### src/rtl/fetchPkg.sv
package fetchPkg;

  //////////////////////////////////////////////////////////////////////
  // Widths
  //////////////////////////////////////////////////////////////////////

  localparam int WordBits      = 32;
  localparam int UpgAddrBits   = 15;               // Programmer word address
  localparam int RegionBit     = UpgAddrBits - 1;  // High means not instruction memory
  localparam int JumpFieldBits = 26;               // Target field of j / jal

  // Instruction, address or data word
  typedef logic [WordBits-1:0] word_t;

  // Programmer word address, top bit picks the region
  typedef logic [UpgAddrBits-1:0] upgAddr_t;

  //////////////////////////////////////////////////////////////////////
  // Bundles
  //////////////////////////////////////////////////////////////////////

  // Decoder and ALU strobes for the current instruction
  typedef struct packed {
    logic branch;    // beq
    logic nBranch;   // bne
    logic jump;      // j
    logic jumpLink;  // jal
    logic jumpReg;   // jr
    logic zero;      // ALU result is zero
  } branchCtrl_t;

  // One programmer write
  typedef struct packed {
    logic     wen;
    upgAddr_t addr;
    word_t    data;
  } upgWrite_t;

endpackage
### src/rtl/loadControl.sv
`timescale 1ns/1ns

module loadControl (
  input  logic                upgReset_i,     // Programmer held in reset
  input  logic                upgDone_i,      // Programmer finished loading
  input  fetchPkg::upgWrite_t upg_i,          // Raw programmer write
  input  fetchPkg::word_t     rawInstr_i,     // Word read from memory
  output logic                runMode_o,      // High while the processor runs
  output fetchPkg::upgWrite_t memWrite_o,     // Write passed to memory
  output fetchPkg::word_t     instruction_o   // Fetched instruction
);

  import fetchPkg::*;

  logic inRegion;   // Address targets instruction memory
  logic loadMode;

  //////////////////////////////////////////////////////////////////////
  // Mode
  //////////////////////////////////////////////////////////////////////

  // Programmer in reset means nothing is loading, so run
  // Programmer done means the image is in place, so run too
  assign runMode_o = upgReset_i || upgDone_i;
  assign loadMode  = !runMode_o;

  //////////////////////////////////////////////////////////////////////
  // Write filter
  //////////////////////////////////////////////////////////////////////

  assign inRegion = !upg_i.addr[RegionBit];

  always_comb begin
    memWrite_o     = upg_i;                            // Address and data pass as is
    memWrite_o.wen = upg_i.wen && inRegion && loadMode;
  end

  //////////////////////////////////////////////////////////////////////
  // Instruction gate
  //////////////////////////////////////////////////////////////////////

  // Decoder sees a nop-like zero while loading
  assign instruction_o = runMode_o ? rawInstr_i : '0;

  // Writes reach memory only in load mode and only for its region
  loadOnlyWrite: assert final (!memWrite_o.wen ||
                               (loadMode && !memWrite_o.addr[RegionBit]))
    else $error("loadControl: write forwarded in run mode");

endmodule

### config.mk
export PLATFORM = sky130hd
export DESIGN_NAME = loadControl
export DESIGN_NICKNAME = d
export VERILOG_FILES = /design/src/rtl/fetchPkg.sv /design/src/rtl/loadControl.sv
export SDC_FILE = /design/constraint.sdc
export NUM_CORES = 1
export LEC_CHECK = 0
export BUFFER_PORTS_ARGS = -buffer_cell sky130_fd_sc_hd__clkbuf_2
export CAP_MARGIN = 40
export CORE_AREA = 2 2 63 65
export DETAILED_ROUTE_END_ITERATION = 12
export DIE_AREA = 0 0 65 67
export PLACE_DENSITY = 0.67
export REMOVE_ABC_BUFFERS = 1
export SLEW_MARGIN = 0
export SYNTH_ARGS = -nofsm -noshare
export SYNTH_HDL_FRONTEND = slang
export SYNTH_SLANG_ARGS = --single-unit
export TNS_END_PERCENT = 1
### constraint.sdc
create_clock -name vclk -period 0.8
set_input_delay 0.08 -clock vclk [all_inputs]
set_output_delay 0.08 -clock vclk [all_outputs]
set_load 0.05 [all_outputs]
## After elaboration in Yosys (flattened, before gate mapping)

Index checks and enable logic that the tools add are counted.

- Register bits: 0
- Bits of input ports: 82
- Output and inout port bits: 81
- Logic and storage cells: 6

- Mux-type cells: 1
- Reduce and logical (&&, ||, !) cells: 5

Operators by type and width:

| kind | count |
|---|---|
| $mux W32 | 1 |
| $logic_and A1 B1 Y1 | 2 |
| $logic_not A1 Y1 | 2 |
| $logic_or A1 B1 Y1 | 1 |

## Longest topological paths before layout

- Depth after elaboration: 3
- Mapped depth: 3
- Mapped depth without buffers: 1

## Worst setup path before layout

Ideal clock, no wire load.

- Kind: input -> output
- Start point: input upgDone_i
- End point: output memWrite_o[47] in the netlist's numbering
- Arrival: 1172 ps
- Path slack: -452 ps
- Stages on the path: 2
- Buffers on the path: 1
- Cell sequence: buf_6 > nor4b_2

RTL lines:

| what | line | text |
|---|---|---|
| start: declaration | loadControl.sv:5 | `input logic upgDone_i,` |
| end: declaration | loadControl.sv:9 | `output fetchPkg::upgWrite_t memWrite_o,` |

## Final worst setup path

- Start point: input upgReset_i
- End point: output instruction_o[21]

- Word-level cells in the longest chain between the ends: 2

Ends and longest elaborated chain:

| what | line | text |
|---|---|---|
| start: declaration | loadControl.sv:4 | `input logic upgReset_i,` |
| $logic_or A1 B1 Y1 | loadControl.sv:24 | `assign runMode_o = upgReset_i \|\| upgDone_i;` |
| $mux W32 | loadControl.sv:43 | `assign instruction_o = runMode_o ? rawInstr_i : '0;` |
| end: declaration | loadControl.sv:10 | `output fetchPkg::word_t instruction_o` |

Every way passes these cells.

==> results.yml <==
final_layout:
  nFlopsAndLatches: 0
  multi_input_area_um2: 278
  final_cells: 162
  area_growth_pct: 80.6
  drive_gt1_share_pct: 72.8
  antenna_cells: 0
  nClkBuffers: 0
  final_common_cell: "clkbuf_2"
  nets: 198
  seq_area_um2: 0
  n_fill_cell: 350
  final_cell_mix: "clkbuf_2, buf_8, o21a_1"
pwr:
  p_per_area_nw_per_um2: 917
  power_frac_seq_pct: 0
  pwr-share-comb_pct: 100.0
  p_leak_nw: 0.596
  p_clk_share_pct: 0
  p_int_uw: 540
  ir_drop_v: 0.000187
  swShare_pct: 53.7
  power.switching_uw: 627
global_route:
  grt_overflow: 0
  grt_usage_pct: 24.5
  antenna_found_initial: 0
  grt_max_degree: 15
  grt_pass1_wl_um: 6830
  grt_pass1_vias: 727
setup_path:
  cp-start-kind: "input port"
  endpoint_kind: "output pin"
  worst-setup-path-type: "input port to output pin"
  cp_slowest_cell: "o21a_1"
  crit_fanout: 14
  crit_arrival_ns: 0.74
  cp.required_ns: 0.72
  cp_cell_sequence: "clkbuf_16 -> buf_12 -> o21a_1 -> buf_8"
  slowest_delay_ns: 0.21
yosys:
  synthXorXnorAreaFrac_pct: 0
  syn_area_um2: 704
  seq_area_frac_synth_pct: 0
  yosysWarnings: 0
  synth_top_family_by_area: "buffers and inverters"
  synthMuxAreaShare_pct: 0
  synthAdderAreaFrac_pct: 0
  avgSynthCellArea_um2: 7.91
  netlist_instances: 89
  synth_compound_area_share_pct: 34.1
  synthSimpleGateAreaFrac_pct: 3.02
  synth_cell_types: 5
route:
  routed_wl_um: 5640
  drt_iter0_drc: 21
  firstDrtPassIters: 5
  via_count: 779
  ant_nets: 0
  drc_errors: 0
  wl_per_cell_um: 34.8
  viasPerCell: 4.81
flow_run:
  drv_cap: 0
floorplan:
  die_h_um: 67
  die_w_um: 65
  fp-row-count: 22
  start_util_pct: 19.5
  die-area_um2: 4360
  pin_count: 163
  fp.coreArea_um2: 3610
sta:
  period_share_pct: 102
  max-slew-margin-rel_pct: 81.4
  hold_viol: 0
  post-route-min-period_ns: 0.818
  tightest_slew_ns: 0.280
  setup_viol: 25
  grt_setup_unrepaired: "true"
  hold_ws_ns: 0.160
  worst_slack_ns: -0.0180
  setup_tns_ns: -0.168
  maxSlewViolCount: 0
  fmaxAchievable_mhz: 1220
place:
  port_buffers: 71
  hpwl_um: 4650
  dp_cells: 158
  gp_congestion: 0.827
min_path:
  min_path_type: "input port to output pin"
status:
  outcome: "finished, violations left"
  violations: "setup timing"
clocking:
  cts-hold-fix-buffers: 0
  post_cts_buffers: 0
## layer usage
layer,GRT usage [%],share of wire [%],vias up
li1,-,-,302
met4,4.79,2.5,2
met3,30.4,26,12
met1,11.6,17,327
met2,47.7,54,136
met5,6.94,0.55,-
## kinds of logic (layout without fill, tap and decap cells)
| family | after synthesis | count (layout) |
|---|---|---|
| buffers and inverters | 55 | 80 |
| AOI/OAI and AO/OA | 32 | 32 |
| and+or+nand+nor | 2 | 2 |
## worst max-delay path, delay by kind of cell
kind / cells / cell delay (ns)
buf+inv: 3 / 0.44
compound gates: 1 / 0.21
## timing repair
action	in CTS	in global routing
cloned	4	0
pin swaps	23	1
gates resized for setup	76	33
setup endpoints to repair	34	34
endpoints found under the hold margin	0	0
## final cells by class
class / count / area share [%]
multi-input combinational: 34 / 21.8
tap: 48 / 4.72
timing repair buffer: 80 / 73.5
## power by group through the flow
stage	Sequential [mW]	Combinational, mW	Clock, mW
6_report	0	1.17	0
5_1_grt	0	1.21	0
4_1_cts	0	1.08	0
3_5_place_dp	0	0.803	0
3_3_place_gp	0	0.796	0
2_1_floorplan	0	0.493	0
## through the flow
stage / setup WS (ns) / util [%] / area [um^2] / power, mW
after floorplan: -0.328 / - / 262 / 0.493
after global placement: -0.0928 / 21.7 / 782 / 0.796
after detailed placement: -0.117 / 21.7 / 782 / 0.803
after CTS: -0.0168 / 34.0 / 1220 / 1.08
after global routing: -0.0475 / 35.3 / 1270 / 1.21
final: -0.0180 / 35.3 / 1270 / 1.17
## path summary, 6_finish.rpt
| path | to | depth (start not counted) | from | slack, ns |
|---|---|---|---|---|
| max | instruction_o[21] | 4 | upgReset_i | -0.02 |
| min | memWrite_o[25] | 0 | upg_i[25] | 0.16 |
## synth_stat cells
master	number	share of area, %
buf_4	47	50
buf_6	8	13
nor4b_2	1	2.1
o21a_1	32	34
or2_2	1	0.89
Power figures use the tool's default switching activity.
