**config.mk**
```make
export PLATFORM = sky130hd
export DESIGN_NAME = pcUnit
export DESIGN_NICKNAME = d
export VERILOG_FILES = /design/src/rtl/fetchPkg.sv /design/src/rtl/pcUnit.sv
export SDC_FILE = /design/constraint.sdc
export NUM_CORES = 1
export LEC_CHECK = 0
export BUFFER_PORTS_ARGS = -buffer_cell sky130_fd_sc_hd__buf_2
export CAP_MARGIN = 5
export CORE_AREA = 4 4 101 103
export DETAILED_ROUTE_END_ITERATION = 6
export DIE_AREA = 0 0 105 107
export PLACE_DENSITY = 0.83
export SETUP_SLACK_MARGIN = 0.5
export SKIP_LAST_GASP = 1
export SLEW_MARGIN = 20
export SYNTH_ARGS = -nofsm -noshare
export SYNTH_HDL_FRONTEND = slang
export SYNTH_SLANG_ARGS = --single-unit
export TNS_END_PERCENT = 100
```
**constraint.sdc**
```tcl
create_clock -name Jal -period 2.55 [get_ports Jal]
set_input_delay 0.255 -clock Jal [delete_from_list [all_inputs] [get_ports Jal]]
set_output_delay 0.255 -clock Jal [all_outputs]
set_load 0.01 [all_outputs]
```
**src/rtl/fetchPkg.sv**
```systemverilog
package fetchPkg;

  //////////////////////////////////////////////////////////////////////
  // Widths
  //////////////////////////////////////////////////////////////////////

  localparam int WordBits      = 32;
  localparam int UpgAddrBits   = 15;               // Programmer word address
  localparam int RegionBit     = UpgAddrBits - 1;  // High means not instruction memory
  localparam int JumpFieldBits = 26;               // Target field of j / jal

  // Instruction, address or data word
  typedef logic [WordBits-1:0] word_t;

  // Programmer word address, top bit picks the region
  typedef logic [UpgAddrBits-1:0] upgAddr_t;

  //////////////////////////////////////////////////////////////////////
  // Bundles
  //////////////////////////////////////////////////////////////////////

  // Decoder and ALU strobes for the current instruction
  typedef struct packed {
    logic branch;    // beq
    logic nBranch;   // bne
    logic jump;      // j
    logic jumpLink;  // jal
    logic jumpReg;   // jr
    logic zero;      // ALU result is zero
  } branchCtrl_t;

  // One programmer write
  typedef struct packed {
    logic     wen;
    upgAddr_t addr;
    word_t    data;
  } upgWrite_t;

endpackage
```
**src/rtl/pcUnit.sv**
```systemverilog
`timescale 1ns/1ns

module pcUnit #(
  parameter int AddrBits = 14
) (
  input  logic                  Jal,             // System clock
  input  logic                  reset,
  input  logic                  inited_i,
  input  logic                  runMode_i,
  input  fetchPkg::branchCtrl_t ctrl_i,
  input  fetchPkg::word_t       instruction_i,   // Already gated by mode
  input  fetchPkg::word_t       branchTarget_i,  // From ALU
  input  fetchPkg::word_t       regAddr_i,       // Register value for jr
  output logic [AddrBits-1:0]   memAddr_o,
  output fetchPkg::word_t       branchBase_o,
  output fetchPkg::word_t       linkAddr_o
);

  import fetchPkg::*;

  // Word index of the last memory entry
  localparam logic [WordBits-3:0] LastIndex = (WordBits-2)'(2**AddrBits - 1);

  word_t pc;
  word_t pcNext;
  word_t pcPlus4;
  word_t jumpTarget;
  logic  running;      // Processor allowed to fetch
  logic  jumpAbs;      // j or jal
  logic  takeBranch;   // Branch condition met
  logic  atLastWord;   // Sequential fetch would run off the memory
  logic  loadBranch;   // PC picks the branch target this edge

  //////////////////////////////////////////////////////////////////////
  // Next PC
  //////////////////////////////////////////////////////////////////////

  assign pcPlus4    = pc + word_t'(4);
  assign jumpTarget = {4'b0000, instruction_i[JumpFieldBits-1:0], 2'b00};

  assign running    = inited_i && runMode_i;
  assign jumpAbs    = ctrl_i.jump || ctrl_i.jumpLink;
  assign takeBranch = (ctrl_i.branch && ctrl_i.zero) ||
                      (ctrl_i.nBranch && !ctrl_i.zero);
  assign atLastWord = pc[WordBits-1:2] >= LastIndex;

  // Priority order matters here
  always_comb begin
    if (!running) begin
      pcNext = '0;              // Held at 0 until programmed and inited
    end else if (jumpAbs) begin
      pcNext = jumpTarget;
    end else if (ctrl_i.jumpReg) begin
      pcNext = regAddr_i;
    end else if (takeBranch) begin
      pcNext = branchTarget_i;
    end else if (atLastWord) begin
      pcNext = pc;              // Park on the last word
    end else begin
      pcNext = pcPlus4;
    end
  end

  assign loadBranch = running && !jumpAbs && !ctrl_i.jumpReg && takeBranch;

  //////////////////////////////////////////////////////////////////////
  // Registers
  //////////////////////////////////////////////////////////////////////

  always_ff @(posedge Jal or posedge reset) begin
    if (reset) begin
      pc <= '0;
    end else begin
      pc <= pcNext;
    end
  end

  // Return address of jal, held until the next one
  always_ff @(posedge Jal or posedge reset) begin
    if (reset) begin
      linkAddr_o <= '0;
    end else if (ctrl_i.jumpLink) begin
      linkAddr_o <= pcPlus4;
    end
  end

  assign memAddr_o    = pc[AddrBits+1:2];  // Byte address to word index
  assign branchBase_o = pcPlus4;           // ALU adds the offset to this

  // Decoder never raises two jump kinds at once
  jumpOneHot: assert property (@(posedge Jal) disable iff (reset)
    $onehot0({ctrl_i.jump, ctrl_i.jumpLink, ctrl_i.jumpReg}))
    else $error("pcUnit: more than one jump strobe");

  // A taken branch only ever loads an aligned target
  branchAligned: assert property (@(posedge Jal) disable iff (reset)
    loadBranch |-> (branchTarget_i[1:0] == 2'b00))
    else $error("pcUnit: branch target not word aligned");

endmodule

```
# ---- Word level (Yosys, flattened, before mapping)
# Cells that the tools add are included.
dict set report classes {
  n_reduce_logical 6
  n_eq_ne 1
  n_addsub 1
  magnitude_cmp 1
  mux 5
}
# op n
set op_table {}
lappend op_table {{$mux 32} 5}
lappend op_table {{$add 32x3->32 const B} 1}
lappend op_table {{$ge 30x14->1 const B} 1}
lappend op_table {{$ne 5x5->1 const B} 1}
lappend op_table {{$logic_and 1x1->1} 3}
lappend op_table {{$logic_or 1x1->1} 2}
lappend op_table {{$logic_not 1->1} 1}
dict set report totals {
  wordCells 16
  output_inout_bits 78
  ff_bits 64
}

# ---- Logic depth before layout (Yosys ltp)
# Gate-level depths: netlist (run 1).
dict set report depth {
  word_depth 7
  mapped_depth 9
  mapped_depth_nobuf 7
}

# ---- Worst setup path before layout (run 1)
# No wires, ideal clock.
dict set report synth_timing {
  kind {register -> register}
  from {reg pc[2]}
  to {reg pc[20]}
  n_path_buf 1
  slack_ns 0.225
  setup_time_ns 0.087
  stages_incl_launch_ff 9
  arrival_ns 2.238
  path_cell_list {dfrtp_1 ha_1 nand3_1 or3_1 buf_6 or4_4 a311oi_1 a2111oi_0 a211oi_2}
}
dict set report synth_between {
  elab_chain_cells 6
  elab_cells_between_ends 8
}
# item line
set synth_rtl {}
lappend synth_rtl {{from (decl)} pcUnit.sv:24} ;# word_t pc;
lappend synth_rtl {{from (signal assigned)} pcUnit.sv:74} ;# pc <= pcNext;
lappend synth_rtl {{$add 32x3->32} pcUnit.sv:38} ;# assign pcPlus4 = pc + word_t'(4);
lappend synth_rtl {{$mux 32} pcUnit.sv:57} ;# end else if (atLastWord) begin
lappend synth_rtl {{$mux 32} pcUnit.sv:55} ;# end else if (takeBranch) begin
lappend synth_rtl {{$mux 32} pcUnit.sv:53} ;# end else if (ctrl_i.jumpReg) begin
lappend synth_rtl {{$mux 32} pcUnit.sv:51} ;# end else if (jumpAbs) begin
lappend synth_rtl {{$mux 32} pcUnit.sv:49} ;# if (!running) begin
# Several ways; a longest one is shown, not always the timed one. The select of a mux whose other input is x is not followed.
# A chain may end at the register's enable or synchronous reset.

# ---- Final worst setup path (run 1)
dict set report layout_timing {
  from {reg pc[24]}
  to {out branchBase_o[31]}
}
dict set report layout_between {
  elab_chain_cells 1
}
# item line
set layout_rtl {}
lappend layout_rtl {{$add 32x3->32} pcUnit.sv:38}
lappend layout_rtl {{to (decl)} pcUnit.sv:15} ;# output fetchPkg::word_t branchBase_o,
# Every way passes these cells.

==> results.py, run 1 <==
metrics = {
    "layout": {
        "fillers": 652,
        "n_antenna_cell": 0,
        "post-route-cell-area_mm2": 0.006549,
        "drive_gt1_share_pct": 57.77,
        "fin_nets": 810,
        "fin_cells": 819,
        "syn2layout_area_growth_pct": 60.95,
    },
    "global_route": {
        "track_usage_pct": 26.96,
        "antenna_found_initial": 0,
        "grt_overflow": 0,
        "grt_max_degree": 42,
        "grt_pass1_wl_um": 24170,
        "grt_pass1_vias": 4596,
    },
    "floorplan": {
        "die_y_um": 107,
        "design.die.area_mm2": 0.01124,
        "coreArea_mm2": 0.009196,
        "initial_core_util_pct": 44.24,
        "ios": 184,
        "die_width_um": 105,
        "num_rows": 35,
    },
    "synthesis": {
        "syn_area_per_cell_um2": 8.566,
        "synth_compound_area_share_pct": 20.76,
        "synthAdderAreaFrac_pct": 0.3075,
        "ys_seq_area_share_pct": 39.36,
        "synth_area_leaders": "dfrtp_1 39%, mux2_2 6.9%, nand2_1 5.5%",
        "synthMuxAreaShare_pct": 8.149,
        "async_reset_ff_share_pct": 100.0,
        "synth_cell_types": 55,
        "synthFlopType": "dfrtp_1",
        "post-synth-top-area-cell": "dfrtp_1",
        "synth_cells": 475,
        "yosys_warnings": 0,
        "synth_top_family_by_area": "compound AO/OA/AOI/OAI gates",
        "synth_area_mm2": 0.004069,
        "synth_fp_nets": 582,
        "netlist_top_cells_count": "64 x dfrtp_1, 60 x nand2_1, 39 x nor2_1",
        "ys_ff_latch": 64,
        "yosysMostFrequentCell": "dfrtp_1",
        "yosys.area.top_type_share_pct": 39.36,
        "synth-simple-area-share_pct": 18.60,
        "synth-edff-count": 0,
        "synth_xor_area_share_pct": 5.166,
    },
    "timing": {
        "tns_ns": 0,
        "min_period_ns": 2.526,
        "finalHoldViolations": 0,
        "fmax_ghz": 0.3959,
        "grt_setup_unrepaired": "true",
        "hold_slack_ns": 0.1320,
        "tightestPinTransition_ns": 0.8922,
        "drv_slew": 0,
        "max_slew_margin_pct": 39.25,
        "clock_skew_ns": 0.01627,
        "finalSetupViolCount": 0,
        "period_share_pct": 99.04,
    },
    "job": {
        "cap_viol_max_count": 0,
    },
    "routing": {
        "drt_iter0_drc": 522,
        "drc": 0,
        "wl_per_cell_um": 20.87,
        "antenna_left": 0,
        "via_count": 4974,
        "avgViaCountPerCell": 6.073,
        "wirelength_um": 17090,
        "first_pass_iters": 5,
    },
    "setup_path": {
        "startpoint_type": "flip-flop",
        "cp_top_family": "simple AND/OR/NAND/NOR gates",
        "r2r-end": "pc[26]",
        "crit_chain": "and3_1 -> and4_1 -> nor3b_2 -> xor2_1 -> buf_2",
        "reg2reg_depth": 6,
        "arrival_ns": 2.27,
        "critPathRequiredTime_ns": 2.30,
        "critical_path_buf_inv_count": 1,
        "critical_path.max_stage_delay_ns": 0.58,
        "critPathKind": "reg2out",
        "reg2reg_from": "pc[20]",
        "critPathMaxFanout": 6,
        "r2r_slack_ns": 0.19,
        "end_kind": "output pin",
        "slowest_stage": "dfrtp_1",
    },
    "power_and_ir_drop": {
        "p_total_w": 0.002628,
        "p_per_area_mw_per_mm2": 401.3,
        "peakVddDrop_uv": 236.3,
        "leakage_nw": 3.271,
    },
    "placement": {
        "dp_cells": 740,
        "hpwl_um": 10650,
        "dpl_cell_area_mm2": 0.005115,
        "io_buffers": 177,
        "gp_congestion": 0.9060,
    },
    "worst_hold_path": {
        "hp-start": "instruction_i[13]",
        "hold_class": "in2reg",
        "min_to": "pc[15]",
        "hold_depth": 2,
    },
    "run_status": {
        "status": "finished clean",
    },
    "clock_tree": {
        "clkTransAtPathRegs_ns": 0.09,
        "cts_tree": "yes",
        "cts-root-buf": "clkbuf_8",
        "cts_buffers": 9,
        "clkLatencyLatePin_ns": 0.36,
        "cts_sinks": 64,
        "h-tree-depth": 3,
        "clk_path_buf_depth": 2,
    },
}
report_power, final:
part | internal, W | switching, W | total, W
clock network | 0.000403 | 0.000454 | 0.000857
registers | 0.00107 | 0.0000590 | 0.00113
logic | 0.000292 | 0.000348 | 0.000640
cell families (layout without fill, tap and decap cells):
kind of cell / Yosys count / count (layout)
flops: 64 / 64
simple gates: 161 / 162
compound gates: 132 / 132
buf+inv: 63 / 295
fa+ha+maj: 1 / 1
mux: 30 / 30
xor+xnor: 24 / 24
registers in the layout, summed over array words and instances, names as in the netlist:
register and flops:
pc 32, linkAddr_o 32
worst max path at each step:
stage | from | end | slack, ns | depth (start not counted)
after floorplan | pc[3] | pc[20] | 0.38 | 8
after global placement | pc[13] | pc[15] | 0.22 | 8
after detailed placement | pc[16] | pc[26] | 0.21 | 6
after CTS | pc[2] | branchBase_o[21] | 0.1 | 7
after global routing | pc[24] | branchBase_o[31] | -0.06 | 5
final | pc[24] | branchBase_o[31] | 0.02 | 5
placed cells by master (no fill, tap or decap), types with 4 or more instances in the layout:
cell and n:
nand2_1 46, o21ai_1 11, nor2_1 33, o31ai_1 4, a21oi_1 28, buf_6 22, nor2_4 4, mux2_2 23
nand3_4 5, nand2_2 12, nand3_1 5, clkbuf_8 11, xor2_1 4, a221o_1 5, mux2i_1 4, o211ai_1 9
a22o_1 4, o21ai_0 23, inv_1 14, xnor2_2 7, xnor2_1 4, a31oi_1 5, nand4_1 9, dfrtp_2 12
buf_4 65, or3_4 4, nor4_4 4, buf_2 170, dfrtp_1 52, o21ai_2 7
layout make-up:
type / instances / area (um2) / area share, %
repair buffers: 264 / 1729 / 26.40
flip-flops and latches: 64 / 1617 / 24.68
inverters: 15 / 56.30 / 0.8598
well taps: 111 / 138.9 / 2.121
clock inverters: 5 / 31.28 / 0.4776
clock buffers: 11 / 151.4 / 2.312
multi-input cells: 349 / 2825 / 43.14
metal layers:
layer / vias up / part of all wire [%] / track usage [%]
met2: 404 / 48 / 45.19
li1: 2150 / - / -
met1: 2341 / 37 / 34.58
met4: 0 / 3.7 / 8.435
met3: 79 / 11 / 6.321
met5: - / 0 / 0
what timing repair did:
item                       CTS  global route
hold buffers                 1             0
hold endpoints to repair    14             0
pin swaps                   33            42
buffers inserted            29            29
setup endpoints to repair   49            60
gates cloned                 1             3
resized for setup           65            86
per-stage QoR:
stage          worst slack (ns)  utilization, %
2_1_floorplan            0.3800               -
3_3_place_gp             0.2169           55.62
3_5_place_dp             0.2110           55.62
4_1_cts                 0.09528           63.93
5_1_grt                -0.06312           71.21
6_report                0.02438           71.21
Power figures use the tool's default switching activity.
==> run 2: changes to the inputs <==
--- a/config.mk
+++ b/config.mk
@@ -10,9 +10,10 @@
 export CORE_AREA = 4 4 101 103
 export DETAILED_ROUTE_END_ITERATION = 6
 export DIE_AREA = 0 0 105 107
+export GPL_TIMING_DRIVEN = 0
+export MAX_ROUTING_LAYER = met4
 export PLACE_DENSITY = 0.83
 export SETUP_SLACK_MARGIN = 0.5
-export SKIP_LAST_GASP = 1
 export SLEW_MARGIN = 20
 export SYNTH_ARGS = -nofsm -noshare
 export SYNTH_HDL_FRONTEND = slang
==> results.py, run 2 (same netlist as run 1, synthesis figures left out) <==
metrics = {
    "run_status": {
        "status": "complete, but fails checks",
        "failed_checks": "setup timing",
    },
    "setup_path": {
        "slowest_stage": "dfrtp_2",
        "end_kind": "output pin",
        "critPathRequiredTime_ns": 2.30,
        "crit_end": "branchBase_o[21]",
        "reg2reg_depth": 7,
        "crit_start": "pc[3]",
        "crit_chain": "nand4_1 -> buf_6 -> nor4_4 -> buf_4 -> nand2_2 -> or3_4 -> xnor2_4 -> buf_6",
        "critical_path.max_stage_delay_ns": 0.43,
        "r2r-end": "pc[20]",
        "startpoint_type": "flip-flop",
        "critPathMostFrequentCell": "buf_6",
        "arrival_ns": 2.31,
        "critPathMaxFanout": 4,
        "critPathKind": "reg2out",
        "reg2reg_from": "pc[11]",
        "r2r_slack_ns": 0.11,
    },
    "power_and_ir_drop": {
        "p_total_w": 0.003073,
        "clockPowerShare_pct": 40.2,
        "p_sw_w": 0.0009012,
        "leakage_nw": 3.579,
        "power_frac_comb_pct": 22.7,
        "peakVddDrop_uv": 330.1,
        "pwr-share-seq_pct": 37.1,
        "internal-power_w": 0.002172,
        "p_per_area_mw_per_mm2": 431.5,
        "p_sw_share_pct": 29.32,
    },
    "clock_tree": {
        "cts_sinks": 64,
        "cts-root-buf": "clkbuf_8",
        "h-tree-depth": 3,
        "cts_buffers": 9,
        "clk_path_buf_depth": 2,
        "clkLatencyLatePin_ns": 0.35,
        "cts_tree": "yes",
        "clkTransAtPathRegs_ns": 0.09,
    },
    "timing": {
        "clock_skew_ns": 0.02080,
        "grt_setup_unrepaired": "true",
        "max_slew_margin_pct": 41.47,
        "fmax_ghz": 0.3904,
        "tns_ns": -0.01171,
        "tightestPinTransition_ns": 0.8780,
        "fin_ws_ns": -0.01171,
        "finalSetupViolCount": 1,
        "drv_slew": 0,
        "period_share_pct": 100.5,
        "finalHoldViolations": 0,
        "min_period_ns": 2.562,
    },
    "layout": {
        "layout_common_cells": "171 x buf_2, 66 x buf_4, 44 x dfrtp_1",
        "fin_nets": 851,
        "drive_gt1_share_pct": 60.21,
        "syn2layout_area_growth_pct": 75.03,
        "n_antenna_cell": 0,
        "reg.largest.list": "linkAddr_o x32, pc x32",
        "final_common_cell": "buf_2",
        "fin_util_pct": 77.44,
    },
    "routing": {
        "first_pass_iters": 6,
        "drt_iter0_drc": 509,
        "avgViaCountPerCell": 6.012,
        "wl_per_cell_um": 22.21,
        "wirelength_um": 19100,
        "antenna_left": 0,
        "drc": 0,
        "via_count": 5170,
    },
    "placement": {
        "hpwl_um": 12410,
        "io_buffers": 176,
        "dp_slack_ns": -0.5732,
        "gp_congestion": 0.9201,
    },
    "global_route": {
        "grt_pass1_wl_um": 27180,
        "grt_overflow": 0,
        "grt_max_degree": 40,
        "grt_pass1_vias": 5031,
        "antenna_found_initial": 0,
        "track_usage_pct": 32.27,
    },
    "floorplan": {
        "num_rows": 35,
        "ios": 184,
        "coreArea_mm2": 0.009196,
        "die_y_um": 107,
        "design.die.area_mm2": 0.01124,
        "initial_core_util_pct": 44.24,
        "die_width_um": 105,
    },
    "job": {
        "cap_viol_max_count": 0,
    },
    "worst_hold_path": {
        "hold_class": "in2reg",
    },
}
run 2: layer usage:
| metal | wire length, um | global-route usage, % | part of all wire (%) |
|---|---|---|---|
| met2 | 9234 | 52.06 | 48 |
| met4 | 647 | 11.72 | 3.4 |
| met5 | 0 | - | 0 |
| met1 | 7303 | 40.15 | 38 |
| met3 | 1915 | 7.044 | 10 |
run 2: timing repair:
action,CTS,global route
endpoints found under the hold margin,25,0
pin swaps,36,44
cloned,3,3
setup endpoints to repair,66,66
buffers inserted,49,25
resized for setup,112,106
hold buffers,1,0
run 2: through the flow:
stage | instance area (um2) | cells | hold WS, ns
finish | 7122 | 860 | 0.1353
global route | 7122 | 860 | 0.1328
CTS | 6367 | 832 | 0.1284
detailed placement | 5165 | 763 | 0.2655
global placement | 5142 | 762 | 0.4841
floorplan | 4123 | 475 | 0.3997
run 2: how the worst min path moves through the flow:
stage	from	to	slack [ns]	depth (start not counted)
2_1_floorplan	instruction_i[10]	pc[12]	0.40	2
3_3_place_gp	linkAddr_o[28]	linkAddr_o[28]	0.48	1
3_5_place_dp	reset	linkAddr_o[27]	0.27	2
4_1_cts	instruction_i[16]	pc[18]	0.13	2
5_1_grt	instruction_i[10]	pc[12]	0.13	3
6_report	instruction_i[10]	pc[12]	0.14	3
run 2: final cells by class:
| class | count | area [um2] |
|---|---|---|
| multi-input cells | 348 | 2912 |
| fillers | 629 | 2074 |
| repair buffers | 258 | 1774 |
| flip-flops and latches | 64 | 1627 |
| plain buffers | 48 | 342.8 |
| clock buffers | 11 | 141.4 |
| well taps | 111 | 138.9 |
| clock inverters | 5 | 127.6 |
| inverters | 15 | 58.81 |
run 2: power by group through the flow:
stage	sequential [W]	clock [W]	combinational, W
after floorplan	0.00115	0	0.000269
after CTS	0.00113	0.00124	0.000610
after global routing	0.00115	0.00129	0.000741
after detailed placement	0.00115	0	0.000532
final	0.00114	0.00123	0.000698
after global placement	0.00114	0	0.000518
run 2: worst max-delay path, delay by kind of cell, from the launching register on:
family,cells,cell delay (ns)
buffers and inverters,3,0.49
and+or+nand+nor,4,0.84
DFF,1,0.43
xor gates and xnor gates,1,0.20
==> run 3: changes to the inputs <==
--- a/config.mk
+++ b/config.mk
@@ -7,14 +7,13 @@
 export LEC_CHECK = 0
 export BUFFER_PORTS_ARGS = -buffer_cell sky130_fd_sc_hd__buf_2
 export CAP_MARGIN = 5
-export CORE_AREA = 4 4 101 103
+export CORE_AREA = 2 2 99 101
 export DETAILED_ROUTE_END_ITERATION = 6
-export DIE_AREA = 0 0 105 107
+export DIE_AREA = 0 0 101 103
 export GPL_TIMING_DRIVEN = 0
 export MAX_ROUTING_LAYER = met4
 export PLACE_DENSITY = 0.83
 export SETUP_SLACK_MARGIN = 0.5
-export SLEW_MARGIN = 20
 export SYNTH_ARGS = -nofsm -noshare
 export SYNTH_HDL_FRONTEND = slang
 export SYNTH_SLANG_ARGS = --single-unit
==> results.py, run 3 (same netlist as run 1, synthesis figures left out) <==
metrics = {
    "run_status": {
        "status": "complete, but fails checks",
        "failed_checks": "setup timing",
    },
    "timing": {
        "finalSetupViolCount": 2,
        "tightestPinTransition_ns": 0.9376,
        "fmax_ghz": 0.3880,
        "min_period_ns": 2.577,
        "max_slew_margin_pct": 37.49,
        "grt_setup_unrepaired": "true",
        "drv_slew": 0,
        "fin_ws_ns": -0.02732,
        "clock_skew_ns": 0.009316,
        "tns_ns": -0.04526,
        "hold_slack_ns": 0.05235,
        "period_share_pct": 101.1,
        "finalHoldViolations": 0,
    },
    "setup_path": {
        "cp_top_family": "simple AND/OR/NAND/NOR gates",
        "crit_chain": "buf_6 -> buf_4 -> nand4_1 -> nor2_1 -> nand4_1 -> nor3b_2 -> xor2_1 -> buf_2",
        "end_kind": "output pin",
        "critPathMostFrequentCell": "nand4_1",
        "arrival_ns": 2.32,
        "critPathMaxFanout": 3,
        "slowest_stage": "dfrtp_2",
        "critPathKind": "reg2out",
        "critical_path_buf_inv_count": 3,
        "critPathRequiredTime_ns": 2.30,
        "startpoint_type": "flip-flop",
        "critical_path.max_stage_delay_ns": 0.41,
    },
    "layout": {
        "drive_gt1_share_pct": 61.12,
        "n_antenna_cell": 0,
        "layout_common_cells": "173 x buf_2, 71 x buf_4, 44 x dfrtp_1",
        "syn2layout_area_growth_pct": 72.42,
        "fin_nets": 855,
        "final_common_cell": "buf_2",
        "fillers": 641,
        "reg.largest.list": "linkAddr_o x32, pc x32",
    },
    "routing": {
        "drc": 0,
        "wirelength_um": 19430,
        "avgViaCountPerCell": 6.187,
        "wl_per_cell_um": 22.47,
        "via_count": 5352,
        "first_pass_iters": 6,
        "drt_iter0_drc": 394,
        "antenna_left": 0,
    },
    "power_and_ir_drop": {
        "p_per_area_mw_per_mm2": 378.8,
        "leakage_nw": 3.507,
        "peakVddDrop_uv": 216.0,
    },
    "clock_tree": {
        "cts_tree": "yes",
        "cts_buffers": 9,
        "cts_sinks": 64,
        "clkLatencyLatePin_ns": 0.36,
        "cts_hold_buf": 0,
        "clk_path_buf_depth": 2,
        "clkTransAtPathRegs_ns": 0.07,
        "cts-root-buf": "clkbuf_8",
        "h-tree-depth": 3,
    },
    "floorplan": {
        "die_width_um": 101,
        "coreArea_mm2": 0.009459,
        "initial_core_util_pct": 43.02,
        "design.die.area_mm2": 0.01040,
        "num_rows": 36,
        "ios": 184,
        "die_y_um": 103,
    },
    "placement": {
        "io_buffers": 176,
        "hpwl_um": 11560,
        "gp_congestion": 0.9379,
    },
    "global_route": {
        "grt_overflow": 0,
        "antenna_found_initial": 0,
        "grt_pass1_wl_um": 25590,
        "grt_pass1_vias": 4868,
        "track_usage_pct": 33.84,
        "grt_max_degree": 65,
    },
    "worst_hold_path": {
        "hold_class": "in2async",
    },
    "job": {
        "cap_viol_max_count": 0,
    },
}
==> run 3: per-layer routing <==
layer	vias up	wire, um	track usage [%]
met5	-	0	-
met4	0	1094	14.24
met3	102	1983	7.661
met2	430	9174	54.31
met1	2579	7182	41.33
li1	2241	-	-
==> run 3: final cells by class <==
type                            count  area [um2]  area share, %
Timing Repair Buffer              262        1748          24.92
Buffer                             48       347.8          4.958
Tap cell                          114       142.6          2.033
Multi-Input combinational cell    348        2928          41.73
Sequential cell                    64        1627          23.19
Clock buffer                       13       158.9          2.265
Clock inverter                      1       5.005        0.07134
Inverter                           15       58.81         0.8382
==> run 3: what timing repair did <==
item	CTS	global route
buffers inserted	44	37
endpoints found under the setup margin	65	69
pin swaps	31	58
gates cloned	1	4
resized for setup	89	140
==> run 3: through the flow <==
| stage | total power, W | cells | area, um2 | setup slack (ns) | utilization (%) |
|---|---|---|---|---|---|
| floorplan | 0.001420 | 475 | 4123 | 0.3800 | - |
| global placement | 0.001659 | 765 | 5146 | -0.4561 | 54.40 |
| detailed placement | 0.001672 | 765 | 5149 | -0.4620 | 54.43 |
| CTS | 0.002520 | 824 | 6027 | 0.03652 | 63.72 |
| global route | 0.002736 | 865 | 7015 | -0.06582 | 74.17 |
| finish | 0.002657 | 865 | 7015 | -0.02732 | 74.17 |
==> run 3: final timing paths <==
| kind | slack [ns] | startpoint | to | cells past startpoint |
|---|---|---|---|---|
| max reg2reg | 0.13 | pc[9] | pc[15] | 10 |
| min reg2reg | 0.50 | linkAddr_o[28] | linkAddr_o[28] | 1 |
| max | -0.03 | pc[9] | branchBase_o[31] | 8 |
| min in group Jal | 0.13 | instruction_i[12] | pc[14] | 3 |
| min | 0.05 | reset | linkAddr_o[2] | 2 |
| max in group asynchronous | 1.87 | reset | pc[21] | 2 |
==> run 3: report_power, final <==
| group | leakage (nW) | switching, W | internal [W] | total (W) |
|---|---|---|---|---|
| logic | 2.60 | 0.000389 | 0.000317 | 0.000705 |
| clock network | 0.0854 | 0.000418 | 0.000395 | 0.000813 |
| registers | 0.822 | 0.0000646 | 0.00107 | 0.00114 |
